<file path="src/design/mac_glue_pkg.sv">
//======================================================================
// Shared types and constants for the 68000 computer glue subsystem.
// Holds the bus widths, the SDRAM layout of the downloaded images and
// the floppy image sizes. Modules name these types by scope in their
// port lists and import the package in the body where they need it.
//======================================================================

package mac_glue_pkg;

  // SDRAM side
  typedef logic [24:0] mem_addr_t;
  typedef logic [15:0] word_t;

  // Host download side
  typedef logic [7:0]  byte_t;
  typedef logic [24:0] dl_addr_t;
  typedef logic [7:0]  img_index_t;

  // Word offset inside the 2M-word image area
  typedef logic [20:0] img_addr_t;

  // Configured RAM size, 0 to 3
  typedef logic [1:0]  ram_size_t;

  //====================================================================
  // Image layout
  //====================================================================

  // Floppy images follow the OS ROM at 512K and 1M words
  localparam img_addr_t IMG_BASE_INT = 21'h080000;
  localparam img_addr_t IMG_BASE_EXT = 21'h100000;

  // Upper address bits of every download write
  localparam logic [3:0] IMG_REGION = 4'b0001;

  // Final word address of a complete 800K or 400K image
  localparam logic [23:0] DSK_WORDS_DS = 24'd409600;
  localparam logic [23:0] DSK_WORDS_SS = 24'd204800;

endpackage

</file>
<file path="src/design/mem_req_if.sv">
//======================================================================
// One SDRAM request, driven by the image loader and consumed by the
// SDRAM port multiplexer during download slots.
//======================================================================

`timescale 1ns/1ps

interface mem_req_if;

  mac_glue_pkg::mem_addr_t addr;
  mac_glue_pkg::word_t     wdata;
  logic [1:0]              ds;
  logic                    we;
  logic                    oe;

  // Request source
  modport loader (
    output addr, wdata, ds, we, oe
  );

  // Request sink
  modport mux (
    input addr, wdata, ds, we, oe
  );

endinterface

</file>
<file path="src/design/clk_reset_gen.sv">
//======================================================================
// Clock enables and system reset for the glue subsystem.
// A free running divide-by-eight gives three phased enables. Any reset
// source reloads a delay counter that runs down on cen, and the system
// reset is released one cycle after it reaches zero.
//======================================================================

`timescale 1ns/1ps

module clk_reset_gen #(
  parameter int RESET_BITS = 16
) (
  input  logic                    clk_sys,
  input  logic                    RESET,
  input  logic                    reset_req_i,
  input  logic                    cpu_reset_out_n_i,
  input  mac_glue_pkg::ram_size_t ram_size_sel_i,
  output logic                    cep_o,
  output logic                    cen_o,
  output logic                    cel_o,
  output logic                    sys_reset_n_o,
  output mac_glue_pkg::ram_size_t ram_size_o
);

  logic [2:0]            div;
  logic [4:0]            reset_pipe;
  logic                  reset_src;
  logic [RESET_BITS-1:0] rst_cnt;

  // Enables at phases 0, 4 and 7, one cycle behind the count
  always_ff @(posedge clk_sys or posedge RESET) begin
    if (RESET) begin
      div   <= '0;
      cep_o <= 1'b0;
      cen_o <= 1'b0;
      cel_o <= 1'b0;
    end else begin
      div   <= div + 3'd1;
      cep_o <= (div == 3'd0);
      cen_o <= (div == 3'd4);
      cel_o <= (div == 3'd7);
    end
  end

  // Five stage release of the external reset
  always_ff @(posedge clk_sys or posedge RESET) begin
    if (RESET) begin
      reset_pipe <= '1;
    end else begin
      reset_pipe <= {reset_pipe[3:0], 1'b0};
    end
  end

  assign reset_src = reset_pipe[4] | ~cpu_reset_out_n_i | reset_req_i;

  // RAM size is sampled only while the delay is running
  always_ff @(posedge clk_sys or posedge RESET) begin
    if (RESET) begin
      rst_cnt       <= '1;
      sys_reset_n_o <= 1'b0;
      ram_size_o    <= '0;
    end else if (reset_src) begin
      rst_cnt       <= '1;
      sys_reset_n_o <= 1'b0;
    end else if (|rst_cnt) begin
      if (cen_o) begin
        rst_cnt <= rst_cnt - 1'b1;
      end
      ram_size_o <= ram_size_sel_i + 2'd1;
    end else begin
      sys_reset_n_o <= 1'b1;
    end
  end

endmodule

</file>
<file path="src/design/image_loader.sv">
//======================================================================
// Boot ROM and floppy image download path.
// Pairs host bytes into SDRAM words, holds the host off with the wait
// flag until the word has had a full memory slot, and maps the image
// index onto its own SDRAM region.
//======================================================================

`timescale 1ns/1ps

module image_loader (
  input  logic                     clk_sys,
  input  logic                     RESET,
  input  logic                     dl_wr_i,
  input  mac_glue_pkg::dl_addr_t   dl_addr_i,
  input  mac_glue_pkg::byte_t      dl_data_i,
  input  mac_glue_pkg::img_index_t dl_index_i,
  input  logic                     dl_slot_i,
  output logic                     dl_wait_o,
  mem_req_if.loader                req
);

  import mac_glue_pkg::*;

  byte_t     even_byte;
  word_t     word_q;
  logic      old_slot;
  logic      slot_fall;
  logic      write_req;
  img_addr_t word_off;
  img_addr_t img_addr;

  assign slot_fall = old_slot & ~dl_slot_i;

  // Byte pairing, even byte goes to the high half
  always_ff @(posedge clk_sys) begin
    if (dl_wr_i) begin
      if (!dl_addr_i[0]) begin
        even_byte <= dl_data_i;
      end else begin
        word_q <= {even_byte, dl_data_i};
      end
    end
  end

  // Wait and write flags against the slot edges
  always_ff @(posedge clk_sys or posedge RESET) begin
    if (RESET) begin
      old_slot  <= 1'b0;
      write_req <= 1'b0;
      dl_wait_o <= 1'b0;
    end else begin
      old_slot <= dl_slot_i;
      if (!dl_slot_i) begin
        write_req <= dl_wait_o;
      end
      if (dl_wr_i && dl_addr_i[0]) begin
        dl_wait_o <= 1'b1;
      end
      // Word has been written in the slot that just ended
      if (slot_fall && write_req) begin
        dl_wait_o <= 1'b0;
      end
    end
  end

  //====================================================================
  // Address mapping
  //====================================================================

  assign word_off = dl_addr_i[21:1];

  always_comb begin
    case (dl_index_i)
      img_index_t'(0): img_addr = word_off;
      img_index_t'(1): img_addr = IMG_BASE_INT + word_off;
      default:         img_addr = IMG_BASE_EXT + word_off;
    endcase
  end

  assign req.addr  = {IMG_REGION, img_addr};
  assign req.wdata = word_q;
  assign req.ds    = 2'b11;
  assign req.we    = write_req;
  assign req.oe    = 1'b0;

endmodule

</file>
<file path="src/design/disk_presence.sv">
//======================================================================
// Floppy image presence for the internal and external drive.
// When a download ends, the final word address tells a double sided
// image from a single sided one. The drive's eject bit clears both.
//======================================================================

`timescale 1ns/1ps

module disk_presence (
  input  logic                     clk_sys,
  input  logic                     RESET,
  input  logic                     dl_active_i,
  input  mac_glue_pkg::img_index_t dl_index_i,
  input  mac_glue_pkg::dl_addr_t   dl_addr_i,
  input  logic [1:0]               disk_eject_i,
  output logic [1:0]               disk_ds_o,
  output logic [1:0]               disk_ss_o
);

  import mac_glue_pkg::*;

  logic        old_active;
  logic        dl_fall;
  logic [23:0] word_addr;

  assign dl_fall   = old_active & ~dl_active_i;
  assign word_addr = dl_addr_i[24:1];

  // Drive 0 takes index 1, drive 1 takes index 2
  always_ff @(posedge clk_sys or posedge RESET) begin
    if (RESET) begin
      old_active <= 1'b0;
      disk_ds_o  <= '0;
      disk_ss_o  <= '0;
    end else begin
      old_active <= dl_active_i;
      for (int d = 0; d < 2; d++) begin
        if (dl_fall && dl_index_i == img_index_t'(d + 1)) begin
          disk_ds_o[d] <= (word_addr == DSK_WORDS_DS);
          disk_ss_o[d] <= (word_addr == DSK_WORDS_SS);
        end
        if (disk_eject_i[d]) begin
          disk_ds_o[d] <= 1'b0;
          disk_ss_o[d] <= 1'b0;
        end
      end
    end
  end

endmodule

</file>
<file path="src/design/sdram_mux.sv">
//======================================================================
// SDRAM port multiplexer.
// Download requests own the port during the download slot, otherwise
// the CPU side memory strobes drive it. Disk reads get their byte
// repeated in both halves of the returned word.
//======================================================================

`timescale 1ns/1ps

module sdram_mux (
  input  logic                    dl_active_i,
  input  logic                    dl_slot_i,
  mem_req_if.mux                  req,
  input  logic [21:0]             cpu_addr_i,
  input  logic                    cpu_rom_oe_n_i,
  input  logic                    cpu_ram_oe_n_i,
  input  logic                    cpu_ram_we_n_i,
  input  logic                    cpu_uds_n_i,
  input  logic                    cpu_lds_n_i,
  input  mac_glue_pkg::word_t     cpu_wdata_i,
  input  logic                    dsk_ack_i,
  input  mac_glue_pkg::word_t     sdram_rdata_i,
  output mac_glue_pkg::mem_addr_t sdram_addr_o,
  output mac_glue_pkg::word_t     sdram_wdata_o,
  output logic [1:0]              sdram_ds_o,
  output logic                    sdram_we_o,
  output logic                    sdram_oe_o,
  output mac_glue_pkg::word_t     cpu_rdata_o
);

  import mac_glue_pkg::*;

  logic  dl_cycle;
  word_t dsk_byte;

  assign dl_cycle = dl_active_i & dl_slot_i;

  // Odd addresses read the low byte
  assign dsk_byte = cpu_addr_i[0] ? {2{sdram_rdata_i[7:0]}} : {2{sdram_rdata_i[15:8]}};

  // ROM select sits just above the 21-bit word address
  assign sdram_addr_o  = dl_cycle ? req.addr : {3'b000, ~cpu_rom_oe_n_i, cpu_addr_i[21:1]};
  assign sdram_wdata_o = dl_cycle ? req.wdata : cpu_wdata_i;
  assign sdram_ds_o    = dl_cycle ? req.ds : {~cpu_uds_n_i, ~cpu_lds_n_i};
  assign sdram_we_o    = dl_cycle ? req.we : ~cpu_ram_we_n_i;
  assign sdram_oe_o    = dl_cycle ? req.oe : (~cpu_ram_oe_n_i | ~cpu_rom_oe_n_i);

  assign cpu_rdata_o = dl_cycle  ? 16'hffff :
                       dsk_ack_i ? dsk_byte : sdram_rdata_i;

endmodule

</file>
<file path="src/design/turbo_gate.sv">
//======================================================================
// Turbo enable and activity LED.
// Turbo is held off until a number of SD transfers have completed so
// that a SCSI boot can finish. The LED shows download activity, or
// stretched disk activity against the motor state.
//======================================================================

`timescale 1ns/1ps

module turbo_gate #(
  parameter int TURBO_ACKS = 20
) (
  input  logic clk_sys,
  input  logic RESET,
  input  logic sys_reset_n_i,
  input  logic turbo_req_i,
  input  logic sd_ack_i,
  input  logic disk_motor_i,
  input  logic dl_slot_i,
  input  logic disk_act_i,
  input  logic dl_active_i,
  output logic turbo_o,
  output logic led_o
);

  localparam int CNT_W    = $clog2(TURBO_ACKS + 1);
  localparam int LED_HOLD = 1_000_000;

  logic             old_ack;
  logic [CNT_W-1:0] ack_cnt;
  logic [19:0]      act_cnt;
  logic             act_led;

  always_ff @(posedge clk_sys or posedge RESET) begin
    if (RESET) begin
      old_ack <= 1'b0;
      ack_cnt <= CNT_W'(TURBO_ACKS);
      turbo_o <= 1'b0;
    end else begin
      old_ack <= sd_ack_i;
      if (old_ack && !sd_ack_i && |ack_cnt) begin
        ack_cnt <= ack_cnt - 1'b1;
      end
      // Floppy access ends the delay at once
      if (disk_motor_i) begin
        ack_cnt <= '0;
      end
      if (ack_cnt == '0 && dl_slot_i) begin
        turbo_o <= turbo_req_i;
      end
      if (!sys_reset_n_i) begin
        turbo_o <= 1'b0;
        ack_cnt <= CNT_W'(TURBO_ACKS);
      end
    end
  end

  // Activity stretch
  always_ff @(posedge clk_sys or posedge RESET) begin
    if (RESET) begin
      act_cnt <= '0;
      act_led <= 1'b0;
    end else begin
      act_led <= |act_cnt;
      if (|act_cnt) begin
        act_cnt <= act_cnt - 1'b1;
      end
      if (disk_act_i) begin
        act_cnt <= 20'(LED_HOLD);
      end
    end
  end

  assign led_o = dl_active_i | (act_led ^ disk_motor_i);

endmodule

</file>
<file path="src/design/mac_glue_top.sv">
//======================================================================
// Glue logic around the 68000 core of a compact computer.
// Wires clock and reset generation, image download, floppy presence,
// the SDRAM port multiplexer and turbo gating to plain ports.
//======================================================================

`timescale 1ns/1ps

module mac_glue_top #(
  parameter int RESET_BITS = 16,
  parameter int TURBO_ACKS = 20
) (
  input  logic                     clk_sys,
  input  logic                     RESET,
  // Reset and configuration
  input  logic                     reset_req_i,
  input  logic                     cpu_reset_out_n_i,
  input  mac_glue_pkg::ram_size_t  ram_size_sel_i,
  output logic                     cep_o,
  output logic                     cen_o,
  output logic                     cel_o,
  output logic                     sys_reset_n_o,
  output mac_glue_pkg::ram_size_t  ram_size_o,
  // Host download
  input  logic                     dl_wr_i,
  input  mac_glue_pkg::dl_addr_t   dl_addr_i,
  input  mac_glue_pkg::byte_t      dl_data_i,
  input  mac_glue_pkg::img_index_t dl_index_i,
  input  logic                     dl_slot_i,
  input  logic                     dl_active_i,
  output logic                     dl_wait_o,
  // Floppy drives
  input  logic [1:0]               disk_eject_i,
  output logic [1:0]               disk_ds_o,
  output logic [1:0]               disk_ss_o,
  // CPU side memory access
  input  logic [21:0]              cpu_addr_i,
  input  logic                     cpu_rom_oe_n_i,
  input  logic                     cpu_ram_oe_n_i,
  input  logic                     cpu_ram_we_n_i,
  input  logic                     cpu_uds_n_i,
  input  logic                     cpu_lds_n_i,
  input  mac_glue_pkg::word_t      cpu_wdata_i,
  input  logic                     dsk_ack_i,
  output mac_glue_pkg::word_t      cpu_rdata_o,
  // SDRAM port
  input  mac_glue_pkg::word_t      sdram_rdata_i,
  output mac_glue_pkg::mem_addr_t  sdram_addr_o,
  output mac_glue_pkg::word_t      sdram_wdata_o,
  output logic [1:0]               sdram_ds_o,
  output logic                     sdram_we_o,
  output logic                     sdram_oe_o,
  // Turbo and LED
  input  logic                     turbo_req_i,
  input  logic                     sd_ack_i,
  input  logic                     disk_motor_i,
  input  logic                     disk_act_i,
  output logic                     turbo_o,
  output logic                     led_o
);

  mem_req_if dl_req ();

  clk_reset_gen #(
    .RESET_BITS (RESET_BITS)
  ) i_clk_reset_gen (
    .clk_sys           (clk_sys),
    .RESET             (RESET),
    .reset_req_i       (reset_req_i),
    .cpu_reset_out_n_i (cpu_reset_out_n_i),
    .ram_size_sel_i    (ram_size_sel_i),
    .cep_o             (cep_o),
    .cen_o             (cen_o),
    .cel_o             (cel_o),
    .sys_reset_n_o     (sys_reset_n_o),
    .ram_size_o        (ram_size_o)
  );

  image_loader i_image_loader (
    .clk_sys    (clk_sys),
    .RESET      (RESET),
    .dl_wr_i    (dl_wr_i),
    .dl_addr_i  (dl_addr_i),
    .dl_data_i  (dl_data_i),
    .dl_index_i (dl_index_i),
    .dl_slot_i  (dl_slot_i),
    .dl_wait_o  (dl_wait_o),
    .req        (dl_req.loader)
  );

  disk_presence i_disk_presence (
    .clk_sys      (clk_sys),
    .RESET        (RESET),
    .dl_active_i  (dl_active_i),
    .dl_index_i   (dl_index_i),
    .dl_addr_i    (dl_addr_i),
    .disk_eject_i (disk_eject_i),
    .disk_ds_o    (disk_ds_o),
    .disk_ss_o    (disk_ss_o)
  );

  sdram_mux i_sdram_mux (
    .dl_active_i    (dl_active_i),
    .dl_slot_i      (dl_slot_i),
    .req            (dl_req.mux),
    .cpu_addr_i     (cpu_addr_i),
    .cpu_rom_oe_n_i (cpu_rom_oe_n_i),
    .cpu_ram_oe_n_i (cpu_ram_oe_n_i),
    .cpu_ram_we_n_i (cpu_ram_we_n_i),
    .cpu_uds_n_i    (cpu_uds_n_i),
    .cpu_lds_n_i    (cpu_lds_n_i),
    .cpu_wdata_i    (cpu_wdata_i),
    .dsk_ack_i      (dsk_ack_i),
    .sdram_rdata_i  (sdram_rdata_i),
    .sdram_addr_o   (sdram_addr_o),
    .sdram_wdata_o  (sdram_wdata_o),
    .sdram_ds_o     (sdram_ds_o),
    .sdram_we_o     (sdram_we_o),
    .sdram_oe_o     (sdram_oe_o),
    .cpu_rdata_o    (cpu_rdata_o)
  );

  turbo_gate #(
    .TURBO_ACKS (TURBO_ACKS)
  ) i_turbo_gate (
    .clk_sys       (clk_sys),
    .RESET         (RESET),
    .sys_reset_n_i (sys_reset_n_o),
    .turbo_req_i   (turbo_req_i),
    .sd_ack_i      (sd_ack_i),
    .disk_motor_i  (disk_motor_i),
    .dl_slot_i     (dl_slot_i),
    .disk_act_i    (disk_act_i),
    .dl_active_i   (dl_active_i),
    .turbo_o       (turbo_o),
    .led_o         (led_o)
  );

endmodule

</file>
<file path="config.mk">
export PLATFORM = sky130hd
export DESIGN_NAME = mac_glue_top
export DESIGN_NICKNAME = d
export VERILOG_FILES = /design/src/design/mac_glue_pkg.sv /design/src/design/mem_req_if.sv /design/src/design/clk_reset_gen.sv /design/src/design/image_loader.sv /design/src/design/disk_presence.sv /design/src/design/sdram_mux.sv /design/src/design/turbo_gate.sv /design/src/design/mac_glue_top.sv
export SDC_FILE = /design/constraint.sdc
export NUM_CORES = 1
export LEC_CHECK = 0
export BUFFER_PORTS_ARGS = -buffer_cell sky130_fd_sc_hd__buf_2
export CAP_MARGIN = 20
export CORE_ASPECT_RATIO = 0.6
export CORE_MARGIN = 2
export CORE_UTILIZATION = 40
export DETAILED_ROUTE_END_ITERATION = 7
export GPL_ROUTABILITY_DRIVEN = 0
export PLACE_DENSITY = 0.65
export SETUP_SLACK_MARGIN = 0.5
export SLEW_MARGIN = 25
export SYNTH_ARGS = -nofsm -noshare
export SYNTH_HDL_FRONTEND = slang
export SYNTH_SLANG_ARGS = --single-unit
</file>
<file path="constraint.sdc">
create_clock -name clk_sys -period 5.46 [get_ports clk_sys]
set_input_delay 1.092 -clock clk_sys [delete_from_list [all_inputs] [get_ports clk_sys]]
set_output_delay 1.092 -clock clk_sys [all_outputs]
set_load 0.01 [all_outputs]
</file>
======== Word-level counts from Yosys, hierarchy flattened ========
Cells that the tools add are included.
W data, S select, Z words.
storage, ports and cells
  output and inout port bits .............. 74
  flip-flop bits (word level) ............. 90
  logic and storage cells ................. 112
cells by class
  mux-type cells .......................... 31
  reductions and logical operators ........ 24
  bitwise logic cells ..................... 18
  $add $sub $neg .......................... 7
  eq/ne operators ......................... 9
operators with widths
  cell                      count
  $mux W16                  7
  $pmux W21 S2              1
  $mux W20                  2
  $eq A24 B18 Y1 const B    1
  $eq A24 B19 Y1 const B    1
  $mux W22                  1
  $add A20 B21 Y21 const A  1
  $add A21 B21 Y21 const A  1
  $reduce_or A20 Y1         1
  $sub A20 B1 Y20 const B   1
  $mux W1                   16
  $reduce_or A16 Y1         1
  $sub A16 B1 Y16 const B   1
  $mux W5                   3
  $reduce_bool A2 Y1        6
  $not A1 Y1                10
  $eq A8 B1 Y1 const B      1
  $eq A8 B2 Y1 const B      1
  $logic_not A8 Y1          1
  $reduce_and A2 Y1         4
  $logic_and A1 B1 Y1       7
  $eq A3 B3 Y1 const B      2
  $logic_not A5 Y1          1
  $reduce_or A5 Y1          1
  other kinds (11)          17

======== Depth between registers and ports, before layout ========
Gate-level depths: netlist of run 1.
  word-level depth ........................ 6
  gate-level depth with buffers ........... 7
  mapped depth without buffers ............ 6

======== Modules after synthesis ========
From an unflattened synthesis of run 1, not the netlist that was laid out.
second synthesis, totals
  cells, all modules ...................... 493
  area total of the unflattened synthesis .. 5405.2 um^2
modules (own cells, without submodules)
  module         instances  cells an instance  area an instance (um^2)  seq. area each (um^2)
  turbo_gate     1          160                1550.2                   703.2
  clk_reset_gen  1          127                1470.2                   777.0
  image_loader   1          69                 1088.5                   795.8
  sdram_mux      1          105                922.1                    0.0
  disk_presence  1          32                 374.1                    125.1

======== Worst setup path before layout of run 1 ========
Ideal clock, no wire load.
  kind .................................... input port to output port
  start point ............................. in dl_index_i[3]
  end point ............................... out sdram_addr_o[19]
  buffers on the path ..................... 0
  slack ................................... 2.191 ns
  stages .................................. 4
  data arrival time ....................... 2.177 ns
  cells stage by stage .................... nor4_1 -> nand3_1 -> xor2_1 -> o21ai_0
between the ends
  longest elaborated chain between the ends .. 3
  elaborated cells between the ends (all ways) .. 4
ends and longest elaborated chain
  item                                                     line                text
  start: declaration                                       mac_glue_top.sv:28  input mac_glue_pkg::img_index_t dl_index_i,
  $eq A8 B1 Y1 / $logic_not A8 Y1 (equally long branches)  image_loader.sv:73  case (dl_index_i)
  $pmux W21 S2 (*)                                         image_loader.sv:73
  $mux W22 (*)                                             sdram_mux.sv:42     assign sdram_addr_o = dl_cycle ? req.addr : {3'b000, ~cpu_rom_oe_n_i, cpu_addr_i[21:1]};
  end: declaration                                         mac_glue_top.sv:48  output mac_glue_pkg::mem_addr_t sdram_addr_o,
Every way passes the cells marked *; elsewhere a longest branch is shown, timed or not.

======== Worst setup path in the final report of run 1 ========
  start point ............................. in dl_index_i[3]
  end point ............................... out sdram_addr_o[20]
Same word-level chain as after synthesis.

==> results of run 1 <==
==> placed cells by master (no fill, tap or decap), types with 3 or more instances in the layout <==
master / n
o31ai_1: 11
dfstp_2: 23
inv_1: 10
o21ai_0: 17
mux2_1: 3
nor2b_1: 13
a21oi_1: 22
xnor2_1: 5
clkbuf_16: 9
nor4bb_1: 3
and2_1: 3
nand4_1: 5
nand3_1: 34
nand2b_1: 8
and4_1: 3
nand2_1: 52
buf_2: 186
mux2i_1: 4
ha_1: 8
or3_1: 11
edfxtp_1: 24
and3_1: 6
nor4b_1: 5
a211oi_1: 3
dfrtp_1: 43
conb_1: 4
nor4_1: 14
a211o_1: 3
nor2_1: 25
nand3b_1: 5
mux2_2: 36
nor3_1: 7
or4_1: 9
==> routing by layer <==
layer  vias to the layer above  part of all wire, %  GRT usage (%)
met5                         -                    0              0
met4                         0                  1.2           5.30
met3                         9                  4.6           5.05
met2                       113                   49           30.7
met1                      2052                   45           24.3
li1                       2102                    -              -
==> state kept, by name, summed over array words and instances (netlist names), 2 cells and up <==
signal and cells:
i_clk_reset_gen.rst_cnt 16, i_clk_reset_gen.div 3, i_turbo_gate.act_cnt 20, i_turbo_gate.ack_cnt 5, i_image_loader.even_byte 8, i_clk_reset_gen.ram_size_o 2, i_disk_presence.disk_ds_o 2, i_clk_reset_gen.reset_pipe 5
i_image_loader.req.wdata 16, i_disk_presence.disk_ss_o 2
==> power by group through the flow <==
stage / clock [mW] / sequential, mW / combinational (mW)
2_1_floorplan: 0 / 0.753 / 0.127
3_3_place_gp: 0 / 0.754 / 0.230
3_5_place_dp: 0 / 0.755 / 0.235
4_1_cts: 0.662 / 0.743 / 0.236
5_1_grt: 0.688 / 0.747 / 0.261
6_report: 0.644 / 0.743 / 0.235
==> cell type report <==
type	count	area [um^2]	share of cell area [%]
Sequential cell	90	2400	38.5
Multi-Input combinational cell	349	2320	37.2
Timing Repair Buffer	188	946	15.2
Clock buffer	10	229	3.68
Tap cell	165	206	3.31
Clock inverter	6	82.6	1.33
Inverter	11	41.3	0.663
Antenna cell	2	5.00	0.0804
==> logic make-up after synthesis <==
| group | after synthesis | synth area share, % |
|---|---|---|
| compound gates | 73 | 9.59 |
| xor+xnor | 6 | 1.09 |
| fa+ha+maj | 8 | 2.07 |
| buf+inv | 32 | 2.87 |
| flops | 90 | 49.6 |
| mux | 43 | 9.90 |
| other cells | 1 | 0.0775 |
| simple gates | 215 | 24.8 |
==> stage by stage <==
stage | hold slack (ns) | worst slack, ns | power [mW] | cells | instance area [um^2]
final | 0.355 | 1.69 | 1.62 | 821 | 6230
after global routing | 0.362 | 1.64 | 1.70 | 820 | 6230
after detailed placement | 0.347 | 1.73 | 0.990 | 803 | 5910
after CTS | 0.356 | 1.72 | 1.64 | 819 | 6220
after floorplan | 0.345 | 2.19 | 0.880 | 471 | 4850
after global placement | 0.346 | 1.73 | 0.984 | 803 | 5910
==> critical path, cell delays in order <==
cell and delay, ns:
buf_2 0.10, nor4_1 0.78, nand3_1 0.19, xnor2_1 0.17, o21ai_0 0.17, buf_2 0.18
==> final timing paths <==
check / from / end / slack (ns)
worst min-delay path: i_clk_reset_gen.reset_pipe[3] / i_clk_reset_gen.reset_pipe[4] / 0.36
worst min register to register: i_clk_reset_gen.reset_pipe[3] / i_clk_reset_gen.reset_pipe[4] / 0.36
min in group asynchronous: RESET / i_turbo_gate.act_cnt[2] / 0.98
max in group asynchronous: RESET / i_turbo_gate.act_cnt[19] / 3.91
worst max register to register: i_turbo_gate.act_cnt[10] / i_turbo_gate.act_cnt[4] / 2.96
worst max-delay path: dl_index_i[3] / sdram_addr_o[20] / 1.69
==> results.ini, run 1 <==
[timing]
rsz0062_at_grt=no
worst_pin_slew_ns=0.942
finalSetupViolCount=0
hold_viol_final=0
max_slew_margin_pct=36.9
min_period_ns=3.77
worst_clock_skew_ns=0.00596
min_period_over_period_pct=69.1
timing.final.max_slew_violations=0
fmax_mhz=265
final.setup.tns_ns=0

[cells_and_area]
fillCellCount=1117
drive_gt1_share_pct=41.1
nNetsFinal=773
fin_util_pct=52.1
syn2layout_area_growth_pct=28.7

[pwr]
max-vdd-ir-drop_v=0.000164
leakagePower_nw=2.68
comb_power_share_pct=14.5
swShare_pct=24.1
p_int_mw=1.23
switchingPower_mw=0.390
clkPwrFrac_pct=39.7
power_density_nw_per_um2=260
p_seq_share_pct=45.8

[clock_tree]
cts_root_buf=clkbuf_16
clk_pin_slew_ns=0.06
cts_buffers=9
cts.path.max_buffers=2
htreeDepth=3
cts.sinks=90
cts_tree=built
hold_buffers=0
postCtsResizedCells=0
post_cts.repair.setup_buffers=0
insertion_delay_ns=0.34

[run_status]
status=completed

[critical_path]
cp_data_required_time_ns=4.37
start_kind=primary input
end_kind=output port
crit_path_max_fanout=5
reg2reg_depth=4
crit_type=primary input to output port
cp.arrival_ns=2.68

[drt]
dr.pass1.iters=4
ant_nets=0
vias=4276
drt-wirelength-per-cell_um=15.4
wirelength_mm=12.7
drt-initial-drc-count=263
viasPerCell=5.21
drc=0

[yosys]
yosysSeqAreaShare_pct=49.6
ys_top_cells_by_area=dfrtp_1 (22%), edfxtp_1 (15%), dfstp_2 (12%)
netlist_area_um2=4840
synth_flop_cell=dfrtp_1
async_reset_ff_share_pct=73.3
ys_top_cells_by_count=nand2_1 (53), dfrtp_1 (43), mux2_2 (36)
netlist-cell-type-count=56
synth_most_common_cell=nand2_1
synth_cells=468
synth_top_cell_area_share_pct=22.2
ys_ff_latch=90
synth_top_cell_by_area=dfrtp_1
synth-edff-count=24
avgSynthCellArea_um2=10.3
ys_warn_count=0

[floorplan]
fp.dieH_um=89.2
initial_core_util_pct=40.5
rows=31
io_pins=190
die_w_um=146
core_um2=11900
dieArea_um2=13000

[min_path]
worstHoldPathCells=0
hp-class=register to register

[global_routing]
grt_max_degree=67
grt_usage_pct=18.5
grt_pass1_vias=3758
grt_pass1_wl_mm=19.1
grt_overflow=0
antenna_found_initial=2

[place]
portBuffers=186
dpl.hpwl_mm=9.62

[run]
maxCapViolations=0

Note: power is estimated with default switching activity, not from simulation.
==> inputs of run 2 (changes only) <==
Settings changed: ABC_AREA set to 1, PLACE_DENSITY 0.65 to 0.63.
Clock period 5.46 ns to 3.7 ns, I/O delays scaled along.
==> run 2 against run 1 <==
Compared with the run above: area after synthesis increased by 11%; die area increased by 11%; first-iteration DRC count increased by 77%; sequential power increased by 51%; non-clock buffer count increased by 3; core utilization increased by 0.056 points; register-to-register slack got worse by 0.90 ns; sequential cell count unchanged; hold slack got worse by 0.00084 ns; final area increased by 9.0%; setup slack got worse by 0.66 ns; critical path type unchanged.
==> results.ini, run 2 <==
[timing]
rsz0062_at_grt=no  ; unchanged
final.setup.tns_ns=0  ; unchanged
hold_viol_final=0  ; unchanged
timing.final.max_slew_violations=0  ; unchanged
worst_pin_slew_ns=0.772  ; was 0.942 ns
fmax_mhz=375
min_period_ns=2.67
postLayoutSetupSlackWorst_ns=1.03  ; was 1.69 ns
finalSetupViolCount=0  ; unchanged
worst_clock_skew_ns=0.00417  ; was 0.00596 ns
holdWs_ns=0.355  ; about the same
max_slew_margin_pct=48.4  ; was 36.9%
min_period_over_period_pct=72.1

[global_routing]
antenna_found_initial=0  ; was 2
grt_pass1_vias=4919  ; was 3758
grt_usage_pct=22.0  ; was 18.5%
grt_max_degree=65  ; was 67
grt_overflow=0  ; unchanged
grt_pass1_wl_mm=25.1  ; was 19.1 mm

[floorplan]
die_w_um=154  ; was 146 um
dieArea_um2=14500  ; was 13000 um^2
rows=32  ; was 31
core_um2=13000  ; was 11900 um^2
fp.dieH_um=93.9  ; was 89.2 um
io_pins=190  ; unchanged
initial_core_util_pct=41.4  ; was 40.5%

[critical_path]
cp.arrival_ns=1.93  ; was 2.68 ns
start_kind=primary input  ; unchanged
crit_family=buffers and inverters  ; was simple AND/OR/NAND/NOR gates
crit_path_max_fanout=64  ; was 5
cp_data_required_time_ns=2.96  ; was 4.37 ns
end_kind=output port  ; unchanged
critPathBufInv=3  ; was 2
critPathMaxStageDelay_ns=0.48  ; was 0.78 ns
cp_common_cell=buf_2  ; unchanged
r2r_slack_ns=2.06  ; was 2.96 ns
reg2reg_depth=7  ; was 4
crit_type=primary input to output port  ; unchanged
timing.rr.end=i_turbo_gate.act_cnt[16]  ; was i_turbo_gate.act_cnt[4]
crit_chain=buf_2 > nand2_2 > buf_4 > nand2_1 > o21ai_0 > buf_2  ; was buf_2 > nor4_1 > nand3_1 > xnor2_1 > o21ai_0 > buf_2
r2r-start=i_turbo_gate.act_cnt[0]  ; was i_turbo_gate.act_cnt[10]
slowest_stage=buf_4  ; was nor4_1

[min_path]
hold_path.startpoint=i_clk_reset_gen.reset_pipe[2]  ; was i_clk_reset_gen.reset_pipe[3]
worstHoldPathCells=0  ; unchanged
hp-class=register to register  ; unchanged
hold_path_end=i_clk_reset_gen.reset_pipe[3]  ; was i_clk_reset_gen.reset_pipe[4]

[drt]
ant_nets=0  ; unchanged
drt-wirelength-per-cell_um=13.9  ; was 15.4 um
wirelength_mm=15.5  ; was 12.7 mm
drt-initial-drc-count=465  ; was 263
dr.pass1.iters=4  ; unchanged
viasPerCell=4.81  ; was 5.21
drc=0  ; unchanged
vias=5358  ; was 4276

[yosys]
synth_cells=756  ; was 468
avgSynthCellArea_um2=7.13  ; was 10.3 um^2
synth_top_cell_by_area=dfrtp_1  ; unchanged
synth_most_common_cell=nand2_1  ; unchanged
netlist_area_um2=5390  ; was 4840 um^2
synth-edff-count=24  ; unchanged
ys_top_cells_by_count=nand2_1 (262), nor2_1 (100), nand3_1 (90)  ; was nand2_1 (53), dfrtp_1 (43), mux2_2 (36)
async_reset_ff_share_pct=73.3  ; unchanged
ys_warn_count=0  ; unchanged
yosysSeqAreaShare_pct=44.5  ; was 49.6%
ys_ff_latch=90  ; unchanged
ys_top_cells_by_area=dfrtp_1 (20%), nand2_1 (18%), edfxtp_1 (13%)  ; was dfrtp_1 (22%), edfxtp_1 (15%), dfstp_2 (12%)
synth_top_cell_area_share_pct=20.0  ; was 22.2%
netlist-cell-type-count=36  ; was 56
synth_flop_cell=dfrtp_1  ; unchanged

[place]
dpl.hpwl_mm=12.1  ; was 9.62 mm
pre_cts_ws_ns=1.08  ; was 1.73 ns
portBuffers=186  ; unchanged
post-place-cells=1097  ; was 803
dpl_cell_area_um2=6470  ; was 5910 um^2

[cells_and_area]
num_antenna_cells=0  ; was 2
nNetsFinal=1062  ; was 773
fin_util_pct=52.2  ; was 52.1%
drive_gt1_share_pct=27.3  ; was 41.1%
stdcell_count=1113  ; was 821
layout_common_cells=nand2_1 (261), buf_2 (186), nor2_1 (100)  ; was buf_2 (186), nand2_1 (52), dfrtp_1 (43)
layout_commonest_cell=nand2_1  ; was buf_2
largest-register=i_turbo_gate.act_cnt  ; unchanged
largest_reg_flops=20  ; unchanged
syn2layout_area_growth_pct=25.9  ; was 28.7%
final_cell_area_um2=6790  ; was 6230 um^2

[pwr]
leakagePower_nw=3.64  ; was 2.68 nW
max-vdd-ir-drop_v=0.000235  ; was 0.000164 V
power_density_nw_per_um2=372  ; was 260 nW/um^2
power_mw=2.53  ; was 1.62 mW

[clock_tree]
insertion_delay_ns=0.34  ; about the same
htreeDepth=3  ; unchanged
post_cts.repair.setup_buffers=0  ; unchanged
cts_root_buf=clkbuf_16  ; unchanged
cts_tree=built  ; unchanged
clk_pin_slew_ns=0.07  ; was 0.06 ns
hold_buffers=0  ; unchanged
postCtsResizedCells=0  ; unchanged
cts_buffers=9  ; unchanged
cts.sinks=90  ; unchanged
cts.path.max_buffers=2  ; unchanged

[run_status]
status=completed  ; unchanged

[run]
maxCapViolations=0  ; unchanged

## run 2: kinds of logic after synthesis
| kind of cell | synth area share [%] |
|---|---|
| mux | 0.209 |
| flops | 44.5 |
| fa+ha+maj | 1.86 |
| simple gates | 40.0 |
| buf+inv | 8.38 |
| other cells | 0.0695 |
| xor+xnor | 0.650 |
| compound gates | 4.36 |
## run 2: worst max-delay path by stage
| stage | startpoint | endpoint | slack [ns] | cells after the start |
|---|---|---|---|---|
| 2_1_floorplan | RESET | i_clk_reset_gen.cel_o | 1.34 | 1 |
| 3_3_place_gp | dl_slot_i | sdram_addr_o[12] | 1.08 | 6 |
| 3_5_place_dp | dl_active_i | sdram_addr_o[12] | 1.08 | 6 |
| 4_1_cts | dl_active_i | sdram_addr_o[12] | 1.07 | 6 |
| 5_1_grt | dl_active_i | sdram_addr_o[10] | 0.95 | 6 |
| 6_report | dl_active_i | sdram_addr_o[12] | 1.03 | 6 |
## run 2: report_power, final
| group | total [mW] | internal, mW | switching (mW) |
|---|---|---|---|
| combinational | 0.438 | 0.166 | 0.272 |
| sequential | 1.12 | 1.08 | 0.0386 |
| clock | 0.966 | 0.572 | 0.394 |
| total | 2.53 | 1.82 | 0.705 |
## run 2: cell type report
type                            count  area (um^2)
Clock inverter                      6         70.1
Multi-Input combinational cell    557         2550
Fill cell                        1254         6220
Clock buffer                       10          250
Inverter                           89          335
Sequential cell                    90         2400
Tap cell                          170          213
Timing Repair Buffer              191          968
## run 2: per-layer routing
| metal | vias to the layer above | global-route usage [%] | wire (um) |
|---|---|---|---|
| met2 | 185 | 33.0 | 6420 |
| met1 | 2422 | 32.3 | 7780 |
| met3 | 15 | 4.98 | 1030 |
| li1 | 2736 | - | - |
| met4 | 0 | 5.22 | 227 |
| met5 | - | 0 | 0 |
==> inputs of run 3 (changes only) <==
Settings changed: ABC_AREA 1 to 0, PLACE_DENSITY 0.63 to 0.67.
Clock period 3.7 ns to 2.2 ns, I/O delays scaled along.
==> run 3 against run 2 <==
Compared with the run above: clock power grew 65%; combinational power grew 92%; cell count shrank 22%; first-iteration DRC count shrank 27%; critical endpoint is now i_turbo_gate.act_cnt[8]; largest cell class unchanged.
==> results.ini, run 3 (synthesized netlist as in run 1, its figures left out) <==
[timing]
max_slew_margin_pct=47.9  ; was 48.4%
fmax_mhz=501
postLayoutSetupSlackWorst_ns=0.203  ; was 1.03 ns
final.setup.tns_ns=0  ; unchanged
rsz0062_at_grt=yes  ; was no
hold_viol_final=0  ; unchanged
min_period_over_period_pct=90.8
finalSetupViolCount=0  ; unchanged
worst_pin_slew_ns=0.779  ; was 0.772 ns
worst_clock_skew_ns=0.00795  ; was 0.00417 ns
timing.final.max_slew_violations=0  ; unchanged
min_period_ns=2.00

[drt]
drc=0  ; unchanged
drt-initial-drc-count=340  ; was 465
dr.pass1.iters=4  ; unchanged
viasPerCell=5.37  ; was 4.81
ant_nets=0  ; unchanged
wirelength_mm=15.9  ; was 15.5 mm
drt-wirelength-per-cell_um=18.4  ; was 13.9 um
vias=4654  ; was 5358

[critical_path]
crit_chain=or4_4 > nor4b_4 > buf_12 > buf_8 > buf_6 > a2111o_1 > a21oi_1  ; was buf_2 > nand2_2 > buf_4 > nand2_1 > o21ai_0 > buf_2
crit_family=simple AND/OR/NAND/NOR gates  ; was buffers and inverters
crit_type=register to register  ; was primary input to output port
critPathMaxStageDelay_ns=0.58  ; was 0.48 ns
critPathBufInv=3  ; unchanged
end_kind=register  ; was output port
cp_data_required_time_ns=2.40  ; was 2.96 ns
slowest_stage=or4_4  ; was buf_4
start_kind=register  ; was primary input
r2r_slack_ns=0.20  ; was 2.06 ns
crit_path_max_fanout=6  ; was 64
cp.arrival_ns=2.20  ; was 1.93 ns

[cells_and_area]
stdcell_count=866  ; was 1113
fin_util_pct=63.0  ; was 52.2%
largest_reg_flops=20  ; unchanged
drive_gt1_share_pct=52.7  ; was 27.3%
layout_commonest_cell=buf_2  ; was nand2_1
syn2layout_area_growth_pct=55.4  ; was 25.9%
nNetsFinal=815  ; was 1062
fillCellCount=943  ; was 1254
layout_common_cells=buf_2 (147), nand2_1 (52), buf_6 (45)  ; was nand2_1 (261), buf_2 (186), nor2_1 (100)
seq_area_um2=2410  ; was 2400 um^2
largest-register=i_turbo_gate.act_cnt  ; unchanged
multiInputGateArea_um2=2770  ; was 2550 um^2

[clock_tree]
clk_pin_slew_ns=0.06  ; was 0.07 ns
cts_tree=built  ; unchanged
cts.path.max_buffers=2  ; unchanged
cts_root_buf=clkbuf_16  ; unchanged
cts.sinks=90  ; unchanged
hold_buffers=0  ; unchanged
insertion_delay_ns=0.35  ; was 0.34 ns
htreeDepth=3  ; unchanged
cts_buffers=9  ; unchanged

[pwr]
power_mw=4.29  ; was 2.53 mW
switchingPower_mw=1.09  ; was 0.705 mW
p_int_mw=3.19  ; was 1.82 mW
max-vdd-ir-drop_v=0.000375  ; was 0.000235 V
p_seq_share_pct=43.4  ; was 44.4%
clkPwrFrac_pct=37.0  ; was 38.3%
comb_power_share_pct=19.6  ; was 17.3%
leakagePower_nw=3.35  ; was 3.64 nW
swShare_pct=25.5  ; was 27.9%
power_density_nw_per_um2=570  ; was 372 nW/um^2

[floorplan]
fp.dieH_um=89.2  ; was 93.9 um
io_pins=190  ; unchanged
die_w_um=146  ; was 154 um
initial_core_util_pct=40.5  ; was 41.4%
core_um2=11900  ; was 13000 um^2
rows=31  ; was 32
dieArea_um2=13000  ; was 14500 um^2

[global_routing]
grt_pass1_wl_mm=22.0  ; was 25.1 mm
grt_overflow=0  ; unchanged
grt_pass1_vias=4259  ; was 4919
antenna_found_initial=3  ; was 0
grt_usage_pct=21.7  ; was 22.0%
grt_max_degree=47  ; was 65

[place]
post-place-cells=809  ; was 1097
dpl.hpwl_mm=9.79  ; was 12.1 mm
pre_cts_ws_ns=0.200  ; was 1.08 ns
portBuffers=186  ; unchanged

[run_status]
status=completed  ; unchanged

[run]
maxCapViolations=0  ; unchanged

[min_path]
hp-class=primary input to asynchronous set/reset pin  ; was register to register

## run 3: worst reg2reg max path: stages (launching register included)
cell      delay, ns
dfrtp_1        0.40
or4_4          0.58
nor4b_4        0.32
buf_12         0.17
buf_8          0.12
buf_6          0.10
a2111o_1       0.11
a21oi_1        0.06
## run 3: final cells by class
class,instances,share of cell area [%]
antenna,5,0.166
clock buffer,12,3.43
clock inverter,4,0.649
inverter,11,0.599
multi-input combinational,349,36.9
sequential,90,32.0
tap,165,2.74
timing repair buffer,230,23.5
## run 3: power groups by stage
| stage | Clock (mW) | Sequential, mW | Combinational (mW) |
|---|---|---|---|
| 2_1_floorplan | 0 | 1.87 | 0.319 |
| 3_3_place_gp | 0 | 1.87 | 0.588 |
| 3_5_place_dp | 0 | 1.87 | 0.605 |
| 4_1_cts | 1.62 | 1.85 | 0.724 |
| 5_1_grt | 1.70 | 1.87 | 0.902 |
| 6_report | 1.59 | 1.86 | 0.840 |
## run 3: metrics by stage
stage	area, um^2	hold WS (ns)
2_1_floorplan	4900	0.345
3_3_place_gp	6020	0.346
3_5_place_dp	6020	0.347
4_1_cts	6940	0.134
5_1_grt	7520	0.165
6_report	7520	0.127
## run 3: final timing paths
kind | startpoint | to | cells after the start
max | i_turbo_gate.act_cnt[11] | i_turbo_gate.act_cnt[8] | 7
min | RESET | i_turbo_gate.turbo_o | 2
max reg2reg | i_turbo_gate.act_cnt[11] | i_turbo_gate.act_cnt[8] | 7
min reg2reg | i_clk_reset_gen.reset_pipe[3] | i_clk_reset_gen.reset_pipe[4] | 0
max in group asynchronous | RESET | i_clk_reset_gen.rst_cnt[4] | 3
min in group clk_sys | sd_ack_i | i_turbo_gate.old_ack | 1
## run 3: what timing repair did
action | 4_1_cts | 5_1_grt
pin swaps | 18 | 22
cloned | 6 | 2
setup endpoints to repair | 84 | 88
resized for setup | 68 | 101
buffers inserted | 19 | 9
## run 3: routing by layer
metal  global-route usage [%]  routed length [um]
met5                        0                   0
met1                     26.6                6520
met4                     9.18                 427
met3                     5.92                 910
met2                     37.0                8040
